--- src/logic/evp_config.svh ---
`ifndef EVP_CONFIG_SVH
`define EVP_CONFIG_SVH

// Polynomial and coefficient table geometry
`define EVP_NUM_POLY   8
`define EVP_POLY_AW    3
`define EVP_NUM_COEF   11
`define EVP_COEF_DEPTH (`EVP_NUM_POLY * `EVP_NUM_COEF)
`define EVP_COEF_AW    7
`define EVP_DEG_W      5

// Sample buffer and data width
`define EVP_X_DEPTH    1024
`define EVP_X_AW       10
`define EVP_DATA_W     16

`endif

--- src/logic/evp_status_pkg.sv ---
package evp_status_pkg;

	localparam logic [31:0] ST_NONE    = 32'hffff_ffff;
	localparam logic [31:0] ST_OK      = 32'h0000_0000;
	localparam logic [31:0] ST_BAD_DEG = 32'h0000_0002;

	// APB register map
	localparam logic [3:0] REG_CMD    = 4'h0;
	localparam logic [3:0] REG_STATUS = 4'h4;
	localparam logic [3:0] REG_RESULT = 4'h8;
	localparam logic [3:0] REG_FLAGS  = 4'hc;

	localparam int FLAG_BUSY = 0;
	localparam int FLAG_DONE = 1;

	typedef struct packed {
		logic [31:0] result;
		logic [31:0] status;
	} res_rec_t;

endpackage

--- src/logic/evp_ifs.sv ---
`include "evp_config.svh"

interface evp_cmd_if;
	logic start;
	logic [`EVP_POLY_AW-1:0] poly;
	logic [`EVP_X_AW-1:0] x_addr;
	logic busy;

	modport decode (output start, poly, x_addr, input busy);
	modport execute (input start, poly, x_addr);
	modport result (input start, output busy);
endinterface

interface evp_tbl_if;
	logic en_deg;
	logic [`EVP_POLY_AW-1:0] deg_addr;
	logic [`EVP_DEG_W-1:0] deg;
	logic en_coef;
	logic [`EVP_COEF_AW-1:0] coef_addr;
	logic [`EVP_DATA_W-1:0] coef;
	logic en_x;
	logic [`EVP_X_AW-1:0] x_addr;
	logic [`EVP_DATA_W-1:0] x;

	modport execute (output en_deg, deg_addr, en_coef, coef_addr, en_x, x_addr,
		input deg, coef, x);
	modport tables (input en_deg, deg_addr, en_coef, coef_addr, en_x, x_addr,
		output deg, coef, x);
endinterface

interface evp_res_if;
	logic valid;
	evp_status_pkg::res_rec_t rec;
	logic accepted;
	logic busy_exec;

	modport execute (output valid, rec, busy_exec, input accepted);
	modport result (input valid, rec, busy_exec, output accepted);
endinterface

--- src/logic/evp_execute.sv ---
`include "evp_config.svh"

module evp_execute (
	input  logic clk,
	input  logic rst,
	evp_cmd_if.execute cmd,
	evp_tbl_if.execute rd,
	evp_res_if.execute res
);

	typedef enum logic [3:0] {
		S_IDLE,
		S_RD_N,
		S_CHK_N,
		S_RD_X,
		S_ACC,
		S_STEP,
		S_OUT,
		S_ERR,
		S_END
	} state_e;

	state_e state;
	state_e next_state;
	logic [`EVP_POLY_AW-1:0] poly_q;
	logic [`EVP_X_AW-1:0] x_addr_q;
	logic [3:0] n_q;
	logic [3:0] idx_q;
	logic [31:0] mono;
	logic [31:0] sum;
	logic [`EVP_COEF_AW-1:0] coef_base;
	logic bad_deg;
	evp_status_pkg::res_rec_t rec_q;

	assign coef_base = `EVP_COEF_AW'(poly_q) * `EVP_COEF_AW'(`EVP_NUM_COEF);
	assign bad_deg = (rd.deg > `EVP_DEG_W'(`EVP_NUM_COEF - 1));

	always_comb
	begin
		next_state = state;
		case (state)
			S_IDLE:  if (cmd.start) next_state = S_RD_N;
			S_RD_N:  next_state = S_CHK_N;
			S_CHK_N: next_state = bad_deg ? S_ERR : S_RD_X;
			S_RD_X:  next_state = S_ACC;
			S_ACC:   next_state = (idx_q == n_q) ? S_OUT : S_STEP;
			S_STEP:  next_state = S_ACC;
			S_OUT:   next_state = S_END;
			S_ERR:   next_state = S_END;
			S_END:   if (res.accepted) next_state = S_IDLE;
			default: next_state = S_IDLE;
		endcase
	end

	always_ff @(posedge clk or negedge rst)
	begin
		if (!rst)
		begin
			state <= S_IDLE;
			idx_q <= '0;
		end
		else
		begin
			state <= next_state;
			if (state == S_IDLE)
				idx_q <= '0;
			else if (state == S_ACC && idx_q != n_q)
				idx_q <= idx_q + 4'd1;
		end
	end

	// Monomial and sum both wrap at 32 bits
	always_ff @(posedge clk)
	begin
		case (state)
			S_IDLE:
			begin
				if (cmd.start)
				begin
					poly_q <= cmd.poly;
					x_addr_q <= cmd.x_addr;
					mono <= 32'd1;
					sum <= '0;
				end
			end
			S_CHK_N: n_q <= rd.deg[3:0];
			S_ACC:   sum <= sum + mono * 32'(rd.coef);
			S_STEP:  mono <= mono * 32'(rd.x);
			S_OUT:
			begin
				rec_q.result <= sum;
				rec_q.status <= evp_status_pkg::ST_OK;
			end
			S_ERR:
			begin
				rec_q.result <= '0;
				rec_q.status <= evp_status_pkg::ST_BAD_DEG;
			end
			default: ;
		endcase
	end

	// idx already points at the next coefficient when STEP issues its read
	assign rd.en_deg = (state == S_RD_N);
	assign rd.deg_addr = poly_q;
	assign rd.en_coef = (state == S_RD_X) || (state == S_STEP);
	assign rd.coef_addr = coef_base + `EVP_COEF_AW'(idx_q);
	assign rd.en_x = (state == S_RD_X);
	assign rd.x_addr = x_addr_q;

	assign res.valid = (state == S_END);
	assign res.rec = rec_q;
	assign res.busy_exec = (state != S_IDLE);

endmodule

--- src/flat_wrapper.sv ---
// flat-port wrapper written by rule: the top's interface ports become plain ports
module evp_execute_flat 
  (clk, rst, cmd_start, cmd_poly, cmd_x_addr, rd_en_deg, rd_deg_addr, rd_en_coef, rd_coef_addr, rd_en_x, rd_x_addr, rd_deg, rd_coef, rd_x, res_valid, res_rec, res_busy_exec, res_accepted);
  evp_cmd_if cmd_i ();
  evp_tbl_if rd_i ();
  evp_res_if res_i ();
  input  logic clk;
  input  logic rst;
  input wire logic [$bits(cmd_i.start)-1:0] cmd_start;
  input wire logic [$bits(cmd_i.poly)-1:0] cmd_poly;
  input wire logic [$bits(cmd_i.x_addr)-1:0] cmd_x_addr;
  output wire logic [$bits(rd_i.en_deg)-1:0] rd_en_deg;
  output wire logic [$bits(rd_i.deg_addr)-1:0] rd_deg_addr;
  output wire logic [$bits(rd_i.en_coef)-1:0] rd_en_coef;
  output wire logic [$bits(rd_i.coef_addr)-1:0] rd_coef_addr;
  output wire logic [$bits(rd_i.en_x)-1:0] rd_en_x;
  output wire logic [$bits(rd_i.x_addr)-1:0] rd_x_addr;
  input wire logic [$bits(rd_i.deg)-1:0] rd_deg;
  input wire logic [$bits(rd_i.coef)-1:0] rd_coef;
  input wire logic [$bits(rd_i.x)-1:0] rd_x;
  output wire logic [$bits(res_i.valid)-1:0] res_valid;
  output wire logic [$bits(res_i.rec)-1:0] res_rec;
  output wire logic [$bits(res_i.busy_exec)-1:0] res_busy_exec;
  input wire logic [$bits(res_i.accepted)-1:0] res_accepted;
  assign cmd_i.start = cmd_start;
  assign cmd_i.poly = cmd_poly;
  assign cmd_i.x_addr = cmd_x_addr;
  assign rd_en_deg = rd_i.en_deg;
  assign rd_deg_addr = rd_i.deg_addr;
  assign rd_en_coef = rd_i.en_coef;
  assign rd_coef_addr = rd_i.coef_addr;
  assign rd_en_x = rd_i.en_x;
  assign rd_x_addr = rd_i.x_addr;
  assign rd_i.deg = rd_deg;
  assign rd_i.coef = rd_coef;
  assign rd_i.x = rd_x;
  assign res_valid = res_i.valid;
  assign res_rec = res_i.rec;
  assign res_busy_exec = res_i.busy_exec;
  assign res_i.accepted = res_accepted;
  evp_execute u_core (.clk(clk), .rst(rst), .cmd(cmd_i), .rd(rd_i), .res(res_i));
endmodule
--- config.mk ---
export PLATFORM = sky130hd
export DESIGN_NAME = evp_execute_flat
export DESIGN_NICKNAME = d
export VERILOG_FILES = /design/src/logic/evp_status_pkg.sv /design/src/logic/evp_ifs.sv /design/src/logic/evp_execute.sv /design/src/flat_wrapper.sv
export VERILOG_INCLUDE_DIRS = /design/src /design/src/logic
export SDC_FILE = /design/constraint.sdc
export NUM_CORES = 2
export LEC_CHECK = 0
export BUFFER_PORTS_ARGS = -buffer_cell sky130_fd_sc_hd__buf_4
export CORE_MARGIN = 2
export CORE_UTILIZATION = 60
export DETAILED_ROUTE_END_ITERATION = 8
export GPL_ROUTABILITY_DRIVEN = 1
export PLACE_DENSITY = 0.82
export SYNTH_ARGS = -nofsm -noshare
export SYNTH_HDL_FRONTEND = slang
export SYNTH_SLANG_ARGS = --single-unit
--- constraint.sdc ---
create_clock -name clk -period 12.3 [get_ports clk]
set_input_delay 0 -clock clk [delete_from_list [all_inputs] [get_ports clk]]
set_output_delay 0 -clock clk [all_outputs]
set_load 0.02 [all_outputs]
* Word level (Yosys, flattened, before mapping)
Cells that the tools add are included.
** Word-level totals
- Register bits after elaboration :: 153
- Output and inout port bits :: 89
** Operators by class
- Add/sub/neg operators :: 3
- Multiply operators :: 3
- Order comparisons :: 1
- Eq/ne operators :: 12
- Muxes and demuxes :: 12
- Reduce and logical (&&, ||, !) cells :: 14
** Operators by type and width (number)
- $pmux W32 S2 :: 2
- $pmux W64 S2 :: 1
- $mul A32 B16 Y32 :: 2
- $mux W32 :: 2
- $add A32 B32 Y32 :: 1
- $pmux W4 S7 :: 1
- $eq A4 B3 Y1 const B :: 4
- $mux W4 :: 4
- $eq A4 B2 Y1 const B :: 2
- $reduce_and A2 Y1 :: 4
- $reduce_bool A2 Y1 :: 4
- $add A7 B4 Y7 :: 1
- $mul A3 B4 Y7 const B :: 1
- $gt A5 B4 Y1 const B :: 1
- $add A4 B1 Y4 const B :: 1
- $eq A4 B1 Y1 const B :: 1
- $eq A4 B4 Y1 :: 1
- $eq A4 B4 Y1 const B :: 1
- $logic_not A4 Y1 :: 1
- $ne A4 B4 Y1 :: 1
- $reduce_bool A4 Y1 :: 1
- $reduce_or A2 Y1 :: 2
- $mux W3 :: 1
- $mux W2 :: 1
- other kinds (4) :: 4

* Logic depth before layout (Yosys ltp)
- Depth after elaboration :: 4
- Mapped depth :: 25
- Mapped depth without buffers :: 23

* Worst setup path before layout
No wires, ideal clock.
- Path type :: register to register
- Start point :: register u_core.mono[23]
- End point :: register u_core.sum[31] (data pin)
- Library setup time :: 0.269 ns
- Arrival time :: 5.844 ns
- Data required time :: 12.031 ns
- Setup slack :: 6.187 ns
- Cell stages (with the launch flop) :: 23
- Buffers on the path :: 2
- Clock period less this slack :: 6.113 ns
- Path through :: edfxtp_1 -> clkbuf_1 -> clkbuf_1 -> nand2_1 -> fa_1 -> inv_1 -> fa_1 -> inv_1 -> fa_1 -> inv_1 -> fa_1 -> fa_1 -> inv_1 -> fa_1 -> inv_1 -> ha_1 -> and3_1 -> and2_1 -> a221o_1 -> a221oi_2 -> o211ai_1 -> a21oi_1 -> nor3b_2
** Between the ends
- Cells in the longest elaborated chain, start to end :: 3
** RTL lines
- start: declaration :: RTL line evp_execute.sv:29 : logic [31:0] mono;
- start signal: assignment :: RTL line evp_execute.sv:88 : S_STEP: mono <= mono * 32'(rd.x);
- $mul A32 B16 Y32 :: RTL line evp_execute.sv:87 : S_ACC: sum <= sum + mono * 32'(rd.coef);
- $add A32 B32 Y32 :: RTL line evp_execute.sv:87
- $pmux W32 S2 :: RTL line evp_execute.sv:75 : case (state)
- end signal: assignment :: RTL line evp_execute.sv:87
- end: declaration :: RTL line evp_execute.sv:30 : logic [31:0] sum;
No other way between the ends.
A chain may end at the register's enable or synchronous reset.

* Worst setup path after layout
- Start point :: register u_core.mono[14]
- End point :: register u_core.sum[30] (data pin)
The elaborated chain is that of the path after synthesis.

==> flow_metrics.tcl <==
set metrics [dict create \
    nFillCells 3692 \
    drt_iter0_markers 1350 \
    status "finished, final reports clean" \
    register_area_um2 3620 \
    grt_first_pass_wirelength_um 115000 \
    clk_path_buf_depth 2 \
    root_buffer "clkbuf_16" \
    synthesis.area_um2 28800 \
    die_x_um 223 \
    dpl_worst_slack_ps 5240 \
    antennaDiodeCount 0 \
    tns_ps 0 \
    vias 20958 \
    yosysTopAreaCellShare_pct 44.6 \
    drcViolationCount 0 \
    synthCells 3152 \
    postSynthAreaPerCell_um2 9.13 \
    ant_nets 0 \
    place_congestion 0.861 \
    routed_wl_um 68000 \
    synth_common_cells "inv_1, fa_1, nand2_1" \
    end_kind "flop" \
    rsz0062_at_grt "no" \
    ys.flop_type "edfxtp_1" \
    cts.clk_slew.worst_paths_ps 60 \
    yosysUniqueCellTypes 65 \
    setup_viol 0 \
    hold_viol_final 0 \
    synthTopCellsByArea "fa_1, edfxtp_1, inv_1" \
    wl_per_cell_um 17.9 \
    drv_slew 0 \
    crit_arrival_ps 7390 \
    clock_latency_ps 470 \
    multi_input_area_um2 21500 \
    fmaxAchievable_ghz 0.139 \
    layout_min_cycle_time_ps 7190 \
    syn2layout_area_growth_pct 6.69 \
    critical_path_peak_fanout 32 \
    fin_ws_ps 5110 \
    portBuffers 111 \
    antenna_found_initial 0 \
    start_util_pct 60.5 \
    core_area_um2 47500 \
    post-route-period-util_pct 58.5 \
    synth_top_cell_by_area "fa_1" \
    holdWs_ps 194 \
    rr_worst_depth 20 \
    layout-drive-gt1-share_pct 5.95 \
    via_per_inst 5.51 \
    ys_warn_count 0 \
    slew_headroom_pct 14.8 \
    gr-total-overflow 0 \
    worstPathRequired_ps 12500 \
    start_kind "flop" \
    cts_post_setup_buffers_inserted 0 \
    drv_cap 0 \
    placementRows 80 \
    ys_ff_latch 122 \
    post-dp-hpwl_um 51300 \
    clkSinkCount 122 \
    firstDrtPassIters 6 \
    min_path_cells 2 \
    htreeDepth 4 \
    worst_slew_pin_slew_ps 1280 \
    seq_area_frac_synth_pct 12.6 \
    critical_path_class "flop to flop" \
    tritoncts "done" \
    grt_start_max_net_pins 35 \
    dieArea_um2 49700 \
    grt_pass1_vias 23180 \
    grt_use_total_pct 29.6 \
    synth_edf_count 114 \
    yosysMostFrequentCell "inv_1" \
    die_y_um 223 \
    hold_class "input pin to flop" \
    fin_skew_ps 16.1 \
    fin_nets 4018 \
    cts_buffers 17 \
    io_pins 143 \
    async_reset_ff_share_pct 6.56 \
]
==> through the flow <==
step / utilization (%) / instances / instance area, um^2
after floorplan: - / 3182 / 28900
after global placement: 62.9 / 3752 / 29900
after detailed placement: 62.9 / 3752 / 29900
after CTS: 64.6 / 3806 / 30700
after global routing: 64.6 / 3806 / 30700
final: 64.6 / 3806 / 30700
==> per-layer routing <==
metal  vias to the layer above  part of all wire, %  track usage, %
met5                         -                    0               0
met4                         0                  4.3            12.9
met3                       217                  7.4            4.86
met2                       927                   51            50.8
met1                     10721                   37            37.4
li1                       9093                    -               -
==> area by class of cell <==
| type | instances | area share (%) |
|---|---|---|
| Clock buffer | 21 | 1.60 |
| Clock inverter | 11 | 0.322 |
| Inverter | 803 | 9.82 |
| Multi-Input combinational cell | 2074 | 69.9 |
| Sequential cell | 122 | 11.8 |
| Tap cell | 615 | 2.51 |
| Timing Repair Buffer | 160 | 4.09 |
==> flip-flops by register name, indices dropped and copies added, names as in the netlist <==
| register | count |
|---|---|
| u_core.idx_q | 4 |
| u_core.mono | 32 |
| u_core.n_q | 4 |
| u_core.rd.deg_addr | 3 |
| u_core.rd.x_addr | 10 |
| u_core.res.rec | 33 |
| u_core.state | 4 |
| u_core.sum | 32 |
==> worst paths after layout <==
kind / from / slack (ps) / endpoint
max in group asynchronous: rst / 11480 / u_core.state[2]
hold / removal: rd_x[0] / 190 / u_core.mono[0]
setup / recovery: u_core.mono[14] / 5110 / u_core.sum[30]
hold reg to reg: u_core.sum[0] / 570 / u_core.res.rec[32]
min in group asynchronous: rst / 540 / u_core.idx_q[3]
setup reg to reg: u_core.mono[14] / 5110 / u_core.sum[30]
==> critical path, stage by stage (launching register included) <==
cell and delay (ps):
edfxtp_1 1200, nand2_1 200, fa_1 560, fa_1 540
inv_1 50, fa_1 480, fa_1 520, fa_1 500
inv_1 60, fa_1 480, inv_1 40, ha_1 320
and4_1 270, and2_4 180, a221oi_1 380, o211ai_2 150
a41oi_1 410, a211o_1 250, o21ai_1 110, xnor2_1 170
nor2_1 50
==> logic make-up (layout without fill, tap and decap cells) <==
logic type               count (synthesis)  in the layout  share of synthesized area, %
flip-flops                             122            122                          12.6
AND/OR/NAND/NOR                        989            989                          16.0
buffers and inverters                  986            995                          13.3
adder cells (fa/ha/maj)                786            786                          50.9
XOR/XNOR                               109            109                          3.32
other                                    1             31                        0.0130
AO/OA/AOI/OAI                          158            158                          3.90
multiplexers                             1              1                        0.0348
==> layout by cell type, fill, tap and decap left out, drive strengths merged, types with 3 or more instances in the layout <==
cell and n:
a211oi 11, a21o 27, a21oi 40, a41oi 4, and2 285, and3 13, buf 138, clkbuf 21
clkinv 3, conb 31, dfrtp 8, dlygate4sd3 22, edfxtp 114, fa 641, ha 145, inv 809
nand2 530, nand2b 6, nand3 17, nand4 4, nor2 97, nor2b 7, nor3 18, o211ai 7
o21a 12, o21ai 28, o21bai 6, or3 4, xnor2 75, xor2 34
==> repair_timing <==
action	CTS	global route
hold endpoints to repair	28	0
hold buffers	22	0
resized for setup	0	0
Power is not shown: default switching activity piles up to over one toggle a cycle in this logic, so the estimate is an artifact.
