[src/logic/evp_config.svh]
`ifndef EVP_CONFIG_SVH
`define EVP_CONFIG_SVH

// Polynomial and coefficient table geometry
`define EVP_NUM_POLY   8
`define EVP_POLY_AW    3
`define EVP_NUM_COEF   11
`define EVP_COEF_DEPTH (`EVP_NUM_POLY * `EVP_NUM_COEF)
`define EVP_COEF_AW    7
`define EVP_DEG_W      5

// Sample buffer and data width
`define EVP_X_DEPTH    1024
`define EVP_X_AW       10
`define EVP_DATA_W     16

`endif

[src/logic/evp_status_pkg.sv]
package evp_status_pkg;

	localparam logic [31:0] ST_NONE    = 32'hffff_ffff;
	localparam logic [31:0] ST_OK      = 32'h0000_0000;
	localparam logic [31:0] ST_BAD_DEG = 32'h0000_0002;

	// APB register map
	localparam logic [3:0] REG_CMD    = 4'h0;
	localparam logic [3:0] REG_STATUS = 4'h4;
	localparam logic [3:0] REG_RESULT = 4'h8;
	localparam logic [3:0] REG_FLAGS  = 4'hc;

	localparam int FLAG_BUSY = 0;
	localparam int FLAG_DONE = 1;

	typedef struct packed {
		logic [31:0] result;
		logic [31:0] status;
	} res_rec_t;

endpackage

[src/logic/evp_cmd_pkg.sv]
`include "evp_config.svh"

package evp_cmd_pkg;

	typedef enum logic [3:0] {
		OP_EVAL = 4'h1,
		OP_LOAD = 4'h2
	} opcode_e;

	typedef enum logic [1:0] {
		TBL_DEG  = 2'd0,
		TBL_COEF = 2'd1,
		TBL_X    = 2'd2
	} table_e;

	// Evaluate layout, opcode in the top nibble
	typedef struct packed {
		logic [3:0] op;
		logic [`EVP_POLY_AW-1:0] poly;
		logic [`EVP_X_AW-1:0] x_addr;
		logic [27-`EVP_POLY_AW-`EVP_X_AW:0] spare;
	} eval_word_t;

	// Load layout, the value sits in the low half
	typedef struct packed {
		logic [3:0] op;
		table_e tsel;
		logic [`EVP_X_AW-1:0] addr;
		logic [`EVP_DATA_W-1:0] value;
	} load_word_t;

	typedef union packed {
		eval_word_t eval;
		load_word_t load;
	} cmd_word_u;

endpackage

[src/logic/evp_ifs.sv]
`include "evp_config.svh"

interface evp_cmd_if;
	logic start;
	logic [`EVP_POLY_AW-1:0] poly;
	logic [`EVP_X_AW-1:0] x_addr;
	logic busy;

	modport decode (output start, poly, x_addr, input busy);
	modport execute (input start, poly, x_addr);
	modport result (input start, output busy);
endinterface


[src/logic/evp_cmd_decode.sv]
`include "evp_config.svh"

module evp_cmd_decode (
	input  logic clk,
	input  logic rst,
	input  logic [3:0] paddr,
	input  logic psel,
	input  logic penable,
	input  logic pwrite,
	input  logic [31:0] pwdata,
	output logic [31:0] prdata,
	output logic pready,
	output logic pslverr,
	output logic tbl_we,
	output evp_cmd_pkg::table_e tbl_wsel,
	output logic [`EVP_X_AW-1:0] tbl_waddr,
	output logic [`EVP_DATA_W-1:0] tbl_wdata,
	evp_cmd_if.decode cmd,
	input  evp_status_pkg::res_rec_t res_rec,
	input  logic [1:0] flags
);

	evp_cmd_pkg::cmd_word_u word;
	logic access;
	logic wr_cmd;
	logic op_eval;
	logic op_load;
	logic stall;
	logic complete;
	logic bad_wr;
	logic start_q;
	logic [`EVP_POLY_AW-1:0] poly_q;
	logic [`EVP_X_AW-1:0] x_addr_q;

	assign word = pwdata;
	assign access = psel & penable;
	assign wr_cmd = access & pwrite & (paddr == evp_status_pkg::REG_CMD);

	// The opcode nibble is common to both layouts
	assign op_eval = (word.eval.op == evp_cmd_pkg::OP_EVAL);
	assign op_load = (word.load.op == evp_cmd_pkg::OP_LOAD);

	// Wait state: a command write is held off until the engine is free
	assign stall = wr_cmd & (cmd.busy | start_q);
	assign pready = ~stall;
	assign complete = access & ~stall;

	assign bad_wr = pwrite & ((paddr != evp_status_pkg::REG_CMD) | ~(op_eval | op_load));
	assign pslverr = complete & bad_wr;

	// Table loads land in the cycle the transfer completes
	assign tbl_we = complete & wr_cmd & op_load;
	assign tbl_wsel = word.load.tsel;
	assign tbl_waddr = word.load.addr;
	assign tbl_wdata = word.load.value;

	always_ff @(posedge clk or negedge rst)
	begin
		if (!rst)
		begin
			start_q <= 1'b0;
		end
		else
		begin
			start_q <= complete & wr_cmd & op_eval;
		end
	end

	always_ff @(posedge clk)
	begin
		if (complete & wr_cmd & op_eval)
		begin
			poly_q <= word.eval.poly;
			x_addr_q <= word.eval.x_addr;
		end
	end

	assign cmd.start = start_q;
	assign cmd.poly = poly_q;
	assign cmd.x_addr = x_addr_q;

	always_comb
	begin
		prdata = '0;
		if (!pwrite)
		begin
			case (paddr)
				evp_status_pkg::REG_STATUS: prdata = res_rec.status;
				evp_status_pkg::REG_RESULT: prdata = res_rec.result;
				evp_status_pkg::REG_FLAGS:  prdata = {30'd0, flags};
				default:                    prdata = '0;
			endcase
		end
	end

endmodule

[src/flat_wrapper.sv]
// flat-port wrapper written by rule: the top's interface ports become plain ports
module evp_cmd_decode_flat 
  (clk, rst, paddr, psel, penable, pwrite, pwdata, prdata, pready, pslverr, tbl_we, tbl_wsel, tbl_waddr, tbl_wdata, res_rec, flags, cmd_start, cmd_poly, cmd_x_addr, cmd_busy);
  evp_cmd_if cmd_i ();
  input  logic clk;
  input  logic rst;
  input  logic [3:0] paddr;
  input  logic psel;
  input  logic penable;
  input  logic pwrite;
  input  logic [31:0] pwdata;
  output logic [31:0] prdata;
  output logic pready;
  output logic pslverr;
  output logic tbl_we;
  output evp_cmd_pkg::table_e tbl_wsel;
  output logic [`EVP_X_AW-1:0] tbl_waddr;
  output logic [`EVP_DATA_W-1:0] tbl_wdata;
  input  evp_status_pkg::res_rec_t res_rec;
  input  logic [1:0] flags;
  output wire logic [$bits(cmd_i.start)-1:0] cmd_start;
  output wire logic [$bits(cmd_i.poly)-1:0] cmd_poly;
  output wire logic [$bits(cmd_i.x_addr)-1:0] cmd_x_addr;
  input wire logic [$bits(cmd_i.busy)-1:0] cmd_busy;
  assign cmd_start = cmd_i.start;
  assign cmd_poly = cmd_i.poly;
  assign cmd_x_addr = cmd_i.x_addr;
  assign cmd_i.busy = cmd_busy;
  evp_cmd_decode u_core (.clk(clk), .rst(rst), .paddr(paddr), .psel(psel), .penable(penable), .pwrite(pwrite), .pwdata(pwdata), .prdata(prdata), .pready(pready), .pslverr(pslverr), .tbl_we(tbl_we), .tbl_wsel(tbl_wsel), .tbl_waddr(tbl_waddr), .tbl_wdata(tbl_wdata), .cmd(cmd_i), .res_rec(res_rec), .flags(flags));
endmodule
[config.mk]
export PLATFORM = sky130hd
export DESIGN_NAME = evp_cmd_decode_flat
export DESIGN_NICKNAME = d
export VERILOG_FILES = /design/src/logic/evp_status_pkg.sv /design/src/logic/evp_cmd_pkg.sv /design/src/logic/evp_ifs.sv /design/src/logic/evp_cmd_decode.sv /design/src/flat_wrapper.sv
export VERILOG_INCLUDE_DIRS = /design/src /design/src/logic
export SDC_FILE = /design/constraint.sdc
export NUM_CORES = 1
export LEC_CHECK = 0
export BUFFER_PORTS_ARGS = -buffer_cell sky130_fd_sc_hd__buf_2
export CAP_MARGIN = 20
export CORE_AREA = 2 2 71 73
export DETAILED_ROUTE_END_ITERATION = 16
export DIE_AREA = 0 0 73 75
export PLACE_DENSITY_LB_ADDON = 0.05
export RECOVER_POWER = 25
export SKIP_LAST_GASP = 1
export SYNTH_ARGS = -nofsm -noshare
export SYNTH_HDL_FRONTEND = slang
export SYNTH_SLANG_ARGS = --single-unit
[constraint.sdc]
create_clock -name clk -period 3.6 [get_ports clk]
set_clock_uncertainty 0.2 [all_clocks]
set_input_delay 0.72 -clock clk [delete_from_list [all_inputs] [get_ports clk]]
set_output_delay 0.72 -clock clk [all_outputs]
set_load 0.02 [all_outputs]
Word-level counts from Yosys, hierarchy flattened --
Index checks and enable logic that the tools add are counted.
Word-level totals: flip-flop bits (word level) 14, input port bits 108, output and inout bits 77, word-level logic and storage cells 27
Operators by class: equal/unequal tests 5, mux-type cells 2, bitwise operators 15, reduce and logical (&&, ||, !) cells 2
Operators by type and width (number):
- one-hot mux 32 bit (3 select lines) | 1
- 2-to-1 mux 32 bit | 1
- AND 1 bit | 10
- == test 4 bit, second input constant | 2
- == test 4 x 1 -> 1 bit, second input constant | 1
- == test 4 x 2 -> 1 bit, second input constant | 1
- == test 4 x 3 -> 1 bit, second input constant | 1
- logical NOT 4 bit | 1
- nonzero test 4 bit | 1
- bitwise OR 1 bit | 3
- NOT 1 bit | 2

Depth between registers and ports, before layout --
Gate-level depths: netlist of the first run.
depth in word-level cells 8, gate-level depth with buffers 4

Worst setup path before layout of the first run --
No wires, ideal clock.
kind input -> register, from input port paddr[3], to register u_core.poly_q[0], in the netlist u_core.cmd.poly[0], enable pin, arrival time 2.308 ns, required time 2.995 ns, setup slack 0.687 ns, cell stages on the path 3, path buffers 0, cells stage by stage nor4_1 -> nand3b_1 -> nor3b_1
On the way: longest elaborated chain between the ends 7
Ends and longest elaborated chain:
- start: declaration | RTL line flat_wrapper.sv:7 | input logic [3:0] paddr;
- logical NOT 4 bit * | RTL line evp_cmd_decode.sv:37 | assign wr_cmd = access & pwrite & (paddr == evp_status_pkg::REG_CMD);
- AND 1 bit * | RTL line evp_cmd_decode.sv:37
- AND 1 bit | RTL line evp_cmd_decode.sv:44 | assign stall = wr_cmd & (cmd.busy | start_q);
- NOT 1 bit | RTL line evp_cmd_decode.sv:46 | assign complete = access & ~stall;
- AND 1 bit | RTL line evp_cmd_decode.sv:46
- AND 1 bit * (2 in series) | RTL line evp_cmd_decode.sv:71 | if (complete & wr_cmd & op_eval)
- end signal: assignment | RTL line evp_cmd_decode.sv:73 | poly_q <= word.eval.poly;
- end: declaration | RTL line evp_cmd_decode.sv:32 | logic [`EVP_POLY_AW-1:0] poly_q;
Every way passes the cells marked *; elsewhere a longest branch is shown, timed or not. A chain may end at the register's enable or synchronous reset.

Worst setup path after layout of the first run --
from input port paddr[3], to output port tbl_we
On the way: longest elaborated chain between the ends 7
Ends and longest elaborated chain:
- logical NOT 4 bit * | RTL line evp_cmd_decode.sv:37
- AND 1 bit * | RTL line evp_cmd_decode.sv:37
- AND 1 bit | RTL line evp_cmd_decode.sv:44
- NOT 1 bit | RTL line evp_cmd_decode.sv:46
- AND 1 bit | RTL line evp_cmd_decode.sv:46
- AND 1 bit * (2 in series) | RTL line evp_cmd_decode.sv:52 | assign tbl_we = complete & wr_cmd & op_load;
- end: declaration | RTL line flat_wrapper.sv:15 | output logic tbl_we;
Marked as above.

==> results_dict.tcl, run 1 <==
set metrics [dict create \
    outcome "completed" \
    finalNetCount 368 \
    route.detailed.drc 0 \
    fp.dieH_microns 75 \
    vias_per_cell 4.565 \
    io_buffers 154 \
    clockBufferDepth 2 \
    clk_pin_slew_ns 0.05 \
    num_rows 25 \
    drive_above_1_share_pct 63.71 \
    placedInstanceArea_sq_um 1821 \
    yosys-top-cells-count "nor2_1, a22oi_1, buf_4, edfxtp_1, buf_2" \
    yosysMostFrequentCell "nor2_1" \
    yosys_warnings 0 \
    cts_hold_buffers 0 \
    cts_buffers 3 \
    globalRouteOverflowTotal 0 \
    worstPathArrival_ns 1.96 \
    synth_flop_cell "edfxtp_1" \
    antenna_found_initial 0 \
    synth-edff-count 13 \
    ant_nets 0 \
    maxCapViolations 0 \
    gp_congestion 0.6517 \
    io-pin-count 185 \
    critical_path_class "in -> out" \
    postSynthCellCount 133 \
    worst_slack_ns 0.7180 \
    routed_wl_mm 4.146 \
    p_leak_nw 0.9218 \
    total_power_mw 0.4087 \
    synth-simple-area-share_pct 18.68 \
    dp_worst_setup_slack_ns 0.7042 \
    crit_fanout 6 \
    vdd_ir_drop_max_v 0.00009474 \
    tritoncts "yes" \
    syn_nets 241 \
    synth_top_area_share_pct 33.12 \
    track_usage_pct 12.86 \
    fin_area_sq_um 1862 \
    synthTopCellsByArea "edfxtp_1, a22oi_1, buf_4" \
    area_growth_pct 57.96 \
    synthMuxAreaShare_pct 1.911 \
    utilization_pct 39.95 \
    synth-compound-area-share_pct 22.08 \
    ys_ff_latch 14 \
    clock-sinks 14 \
    grt_pass1_wl_mm 5.595 \
    synth_seq_area_share_pct 35.24 \
    h-tree-depth 1 \
    maxSlewViolCount 0 \
    core_area_sq_um 4661 \
    period_minus_slack_ns 2.882 \
    yosysTopAreaCell "edfxtp_1" \
    dp_cells 309 \
    vias 1429 \
    setup_viol 0 \
    maxSlewHeadroom_pct 67.62 \
    rsz0062_at_grt "no" \
    die_area_sq_um 5475 \
    cts-resized-gates 0 \
    dp_hpwl_mm 3.462 \
    grt_max_degree 33 \
    wl_per_cell_microns 13.25 \
    synthAdderAreaFrac_pct 0 \
    required_ns 2.68 \
    antennaDiodeCount 0 \
    fmax_ghz 0.3470 \
    async_flop_share_pct 7.143 \
    worstMarginPinSlew_ns 0.4813 \
    synth_xor_area_share_pct 0.7431 \
    insertion_delay_ns 0.23 \
    whs_ns 0.04983 \
    synth_top_family_by_area "compound AO/OA/AOI/OAI gates" \
    drt_iter0_markers 20 \
    final_cells 313 \
    drt_first_pass_iters 4 \
    hold_viol_final 0 \
    r2r_cells 4 \
    syn_area_sq_um 1179 \
    post_cts_buffers 0 \
    fin_setup_tns_ns 0 \
    endpoint_kind "output port" \
    startpoint_type "input pin" \
    powerDensity_nw_per_um2 219.5 \
    grt_pass1_vias 1189 \
    syn_avg_cell_area_sq_um 8.862 \
    finalCritPeriodShare_pct 80.05 \
    fp.dieW_microns 73 \
    worstHoldPathType "in -> async" \
    initial_core_util_pct 25.29 \
    synth.distinct_cells 21 \
    cts-root-buf "clkbuf_8" \
]
## power breakdown
part           internal [mW]  total, mW  switching [mW]
combinational         0.0545      0.107          0.0524
clock                 0.0750      0.124          0.0488
sequential             0.178      0.178       0.0000102
total                  0.308      0.409           0.101
## final cells by class
cell class | instances | area [sq um]
multi-input cells | 82 | 529.3
fillers | 509 | 2799
clock inverters | 1 | 3.754
clock buffers | 3 | 41.29
repair buffers | 159 | 804.5
well taps | 54 | 67.56
flip-flops and latches | 14 | 415.4
## path summary, 6_finish.rpt
kind / startpoint / to / slack (ns)
setup reg to reg: u_core.cmd.start$_DFF_PN0_ / u_core.cmd.poly[0]$_DFFE_PP_ / 1.84
max in group asynchronous: rst / u_core.cmd.start$_DFF_PN0_ / 3.07
min in group clk: pwdata[21] / u_core.cmd.x_addr[6]$_DFFE_PP_ / 0.46
setup / recovery: paddr[3] / tbl_we / 0.72
hold reg to reg: u_core.cmd.start$_DFF_PN0_ / u_core.cmd.start$_DFF_PN0_ / 0.63
hold / removal: rst / u_core.cmd.start$_DFF_PN0_ / 0.05
## metal layers
metal | track usage, % | part of all wire (%) | vias to the layer above
met5 | 0 | 0 | -
li1 | - | - | 715
met3 | 4.552 | 11 | 4
met4 | 3.704 | 0.53 | 0
met2 | 22.82 | 53 | 91
met1 | 14.57 | 36 | 619
## cells by family after synthesis
logic type | after synthesis
AND/OR/NAND/NOR | 44
buffers and inverters | 37
AO/OA/AOI/OAI | 35
flip-flops | 14
multiplexers | 2
XOR/XNOR | 1
## worst max-delay path, stage by stage
cell and delay, ns:
buf_2 0.16, nor4_1 0.48, nand3b_1 0.19, nor3b_1 0.22, buf_2 0.19
## placed cells by master, fill, tap and decap left out, drive strengths merged
master,count
nor3,1
xnor2,1
or3b,1
mux2,2
dfrtp,1
edfxtp,13
nand3,1
nor4b,2
nor3b,2
o31ai,1
a32oi,2
a22oi,30
nor4,2
clkbuf,6
a21oi,1
nor2,34
o21ai,1
nand3b,1
buf,156
clkinv,1
## state kept, by name, summed over array words and instances (netlist names)
name / cells
u_core.cmd.poly: 3
u_core.cmd.start: 1
u_core.cmd.x_addr: 10
Note: power is estimated with default switching activity, not from simulation.
==> run 2: changes to the inputs <==
Clock period 3.6 ns to 2.76 ns, I/O delays scaled along.
==> run 2 against run 1 <==
  * Cell count up 0.96%
  * Critical path depth unchanged
  * Hold slack better by 0.25 ns
  * Sequential power up 30%
  * Total power increased by 31%
  * Combinational power up 34%
  * Wire length is 0.29% lower
  * Register-to-register slack lost 0.92 ns
  * Count of clock-buffer cells in the layout is the same
  * Via count grew 0.84%
==> results_dict.tcl, run 2 (synthesized netlist as in run 1, its figures left out) <==
set metrics [dict create \
    required_ns 2.01 \
    min_from "pwdata[21]" \
    period_minus_slack_ns 2.438 \
    insertion_delay_ns 0.23 \
    placedInstanceArea_sq_um 1873 \
    post_cts_buffers 0 \
    setup_viol 0 \
    antennaDiodeCount 0 \
    tritoncts "yes" \
    fin_setup_tns_ns 0 \
    p_clk_share_pct 29.8 \
    io_buffers 154 \
    io-pin-count 185 \
    initial_core_util_pct 25.29 \
    rsz0062_at_grt "no" \
    n_fill_cell 500 \
    fmax_ghz 0.4102 \
    hold_viol_final 0 \
    startpoint_type "input pin" \
    maxCapViolations 0 \
    drt_iter0_markers 40 \
    worstReg2RegStart "u_core.cmd.start$_DFF_PN0_" \
    routed_wl_mm 4.134 \
    fp.dieW_microns 73 \
    cts_buffers 3 \
    drt_first_pass_iters 4 \
    clk_pin_slew_ns 0.05 \
    powerDensity_nw_per_um2 278.0 \
    grt_pass1_wl_mm 5.589 \
    endpoint_kind "output port" \
    area_growth_pct 63.16 \
    antenna_found_initial 0 \
    ant_nets 0 \
    vias 1441 \
    switching_share_pct 24.37 \
    fp.dieH_microns 75 \
    core_area_sq_um 4661 \
    maxSlewHeadroom_pct 78.31 \
    num_rows 25 \
    utilization_pct 41.26 \
    largest_register_ffs 10 \
    startpoint "paddr[3]" \
    p_leak_nw 0.9412 \
    grt_max_degree 33 \
    clockBufferDepth 2 \
    p_int_mw 0.4043 \
    clock-sinks 14 \
    die_area_sq_um 5475 \
    finalCritPeriodShare_pct 88.32 \
    cts-root-buf "clkbuf_8" \
    critical_path_class "in -> out" \
    fin_area_sq_um 1923 \
    p_sw_mw 0.1303 \
    crit_fanout 6 \
    vias_per_cell 4.560 \
    final_common_cell "buf_2" \
    worstMarginPinSlew_ns 0.3253 \
    outcome "completed" \
    vdd_ir_drop_max_v 0.0001196 \
    dp_hpwl_mm 3.468 \
    route.detailed.drc 0 \
    finalNetCount 371 \
    h-tree-depth 1 \
    grt_pass1_vias 1236 \
    worstPathArrival_ns 1.69 \
    worstHoldPathType "in -> reg" \
    track_usage_pct 12.76 \
    final_cell_mix "buf_2, nor2_1, a22oi_1" \
    drive_above_1_share_pct 63.36 \
    globalRouteOverflowTotal 0 \
    maxSlewViolCount 0 \
    p_comb_share_pct 26.8 \
    gp_congestion 0.6940 \
    power_frac_seq_pct 43.4 \
    wl_per_cell_microns 13.08 \
]
-- run 2: cell count changes in the layout (fill, tap and decap cells not counted), sizes merged --
cell         change
buf              +1
clkbuf           +1
dlygate4sd3      +1
-- run 2: through the flow --
stage               power, mW  hold slack (ns)  instances  setup slack [ns]
detailed placement     0.3811           0.1296        311            0.2991
floorplan              0.3316          0.05641        133           0.01521
global placement       0.3808           0.1278        311            0.3344
global route           0.5667           0.2917        316            0.1784
CTS                    0.5454           0.2945        316            0.2922
finish                 0.5346           0.3007        316            0.3224
-- run 2: power by group through the flow --
stage / clock [mW] / combinational, mW / sequential [mW]
after floorplan: 0 / 0.0951 / 0.236
after global placement: 0 / 0.144 / 0.236
after detailed placement: 0 / 0.145 / 0.236
after CTS: 0.167 / 0.146 / 0.232
after global routing: 0.178 / 0.157 / 0.232
final: 0.159 / 0.143 / 0.232
-- run 2: timing repair --
| action | in CTS | in global routing |
|---|---|---|
| hold endpoints to repair | 1 | 0 |
| hold buffers | 1 | 0 |
| resized for setup | 0 | 0 |
-- run 2: area by class of cell --
class / count / area (sq um) / area share (%)
clock inverter: 1 / 3.754 / 0.1952
tap: 54 / 67.56 / 3.513
timing repair buffer: 162 / 865.8 / 45.02
clock buffer: 3 / 41.29 / 2.147
sequential: 14 / 415.4 / 21.60
multi-input combinational: 82 / 529.3 / 27.52
-- run 2: final timing paths --
path,end,slack [ns],cells after the start
worst max-delay path,pready,0.32,5
worst min-delay path,u_core.cmd.x_addr[6]$_DFFE_PP_,0.30,1
worst max register to register,u_core.cmd.poly[0]$_DFFE_PP_,0.92,5
worst min register to register,u_core.cmd.start$_DFF_PN0_,0.66,5
max in group asynchronous,u_core.cmd.start$_DFF_PN0_,1.84,2
min in group asynchronous,u_core.cmd.start$_DFF_PN0_,0.43,2
-- run 2: metal layers --
layer  global-route usage [%]  part of all wire, %  wire length, microns  up-vias
li1                         -                    -                     -      725
met1                    14.20                   35                  1444      621
met2                    23.22                   54                  2212       93
met3                    4.552                   11                   464        2
met4                    3.086                 0.31                    13        0
met5                        0                    0                     0        -
-- run 2: critical path, stage by stage --
cell and delay [ns]:
buf_2 0.15, nor4_1 0.31, buf_4 0.17, or3b_1 0.34
buf_2 0.17
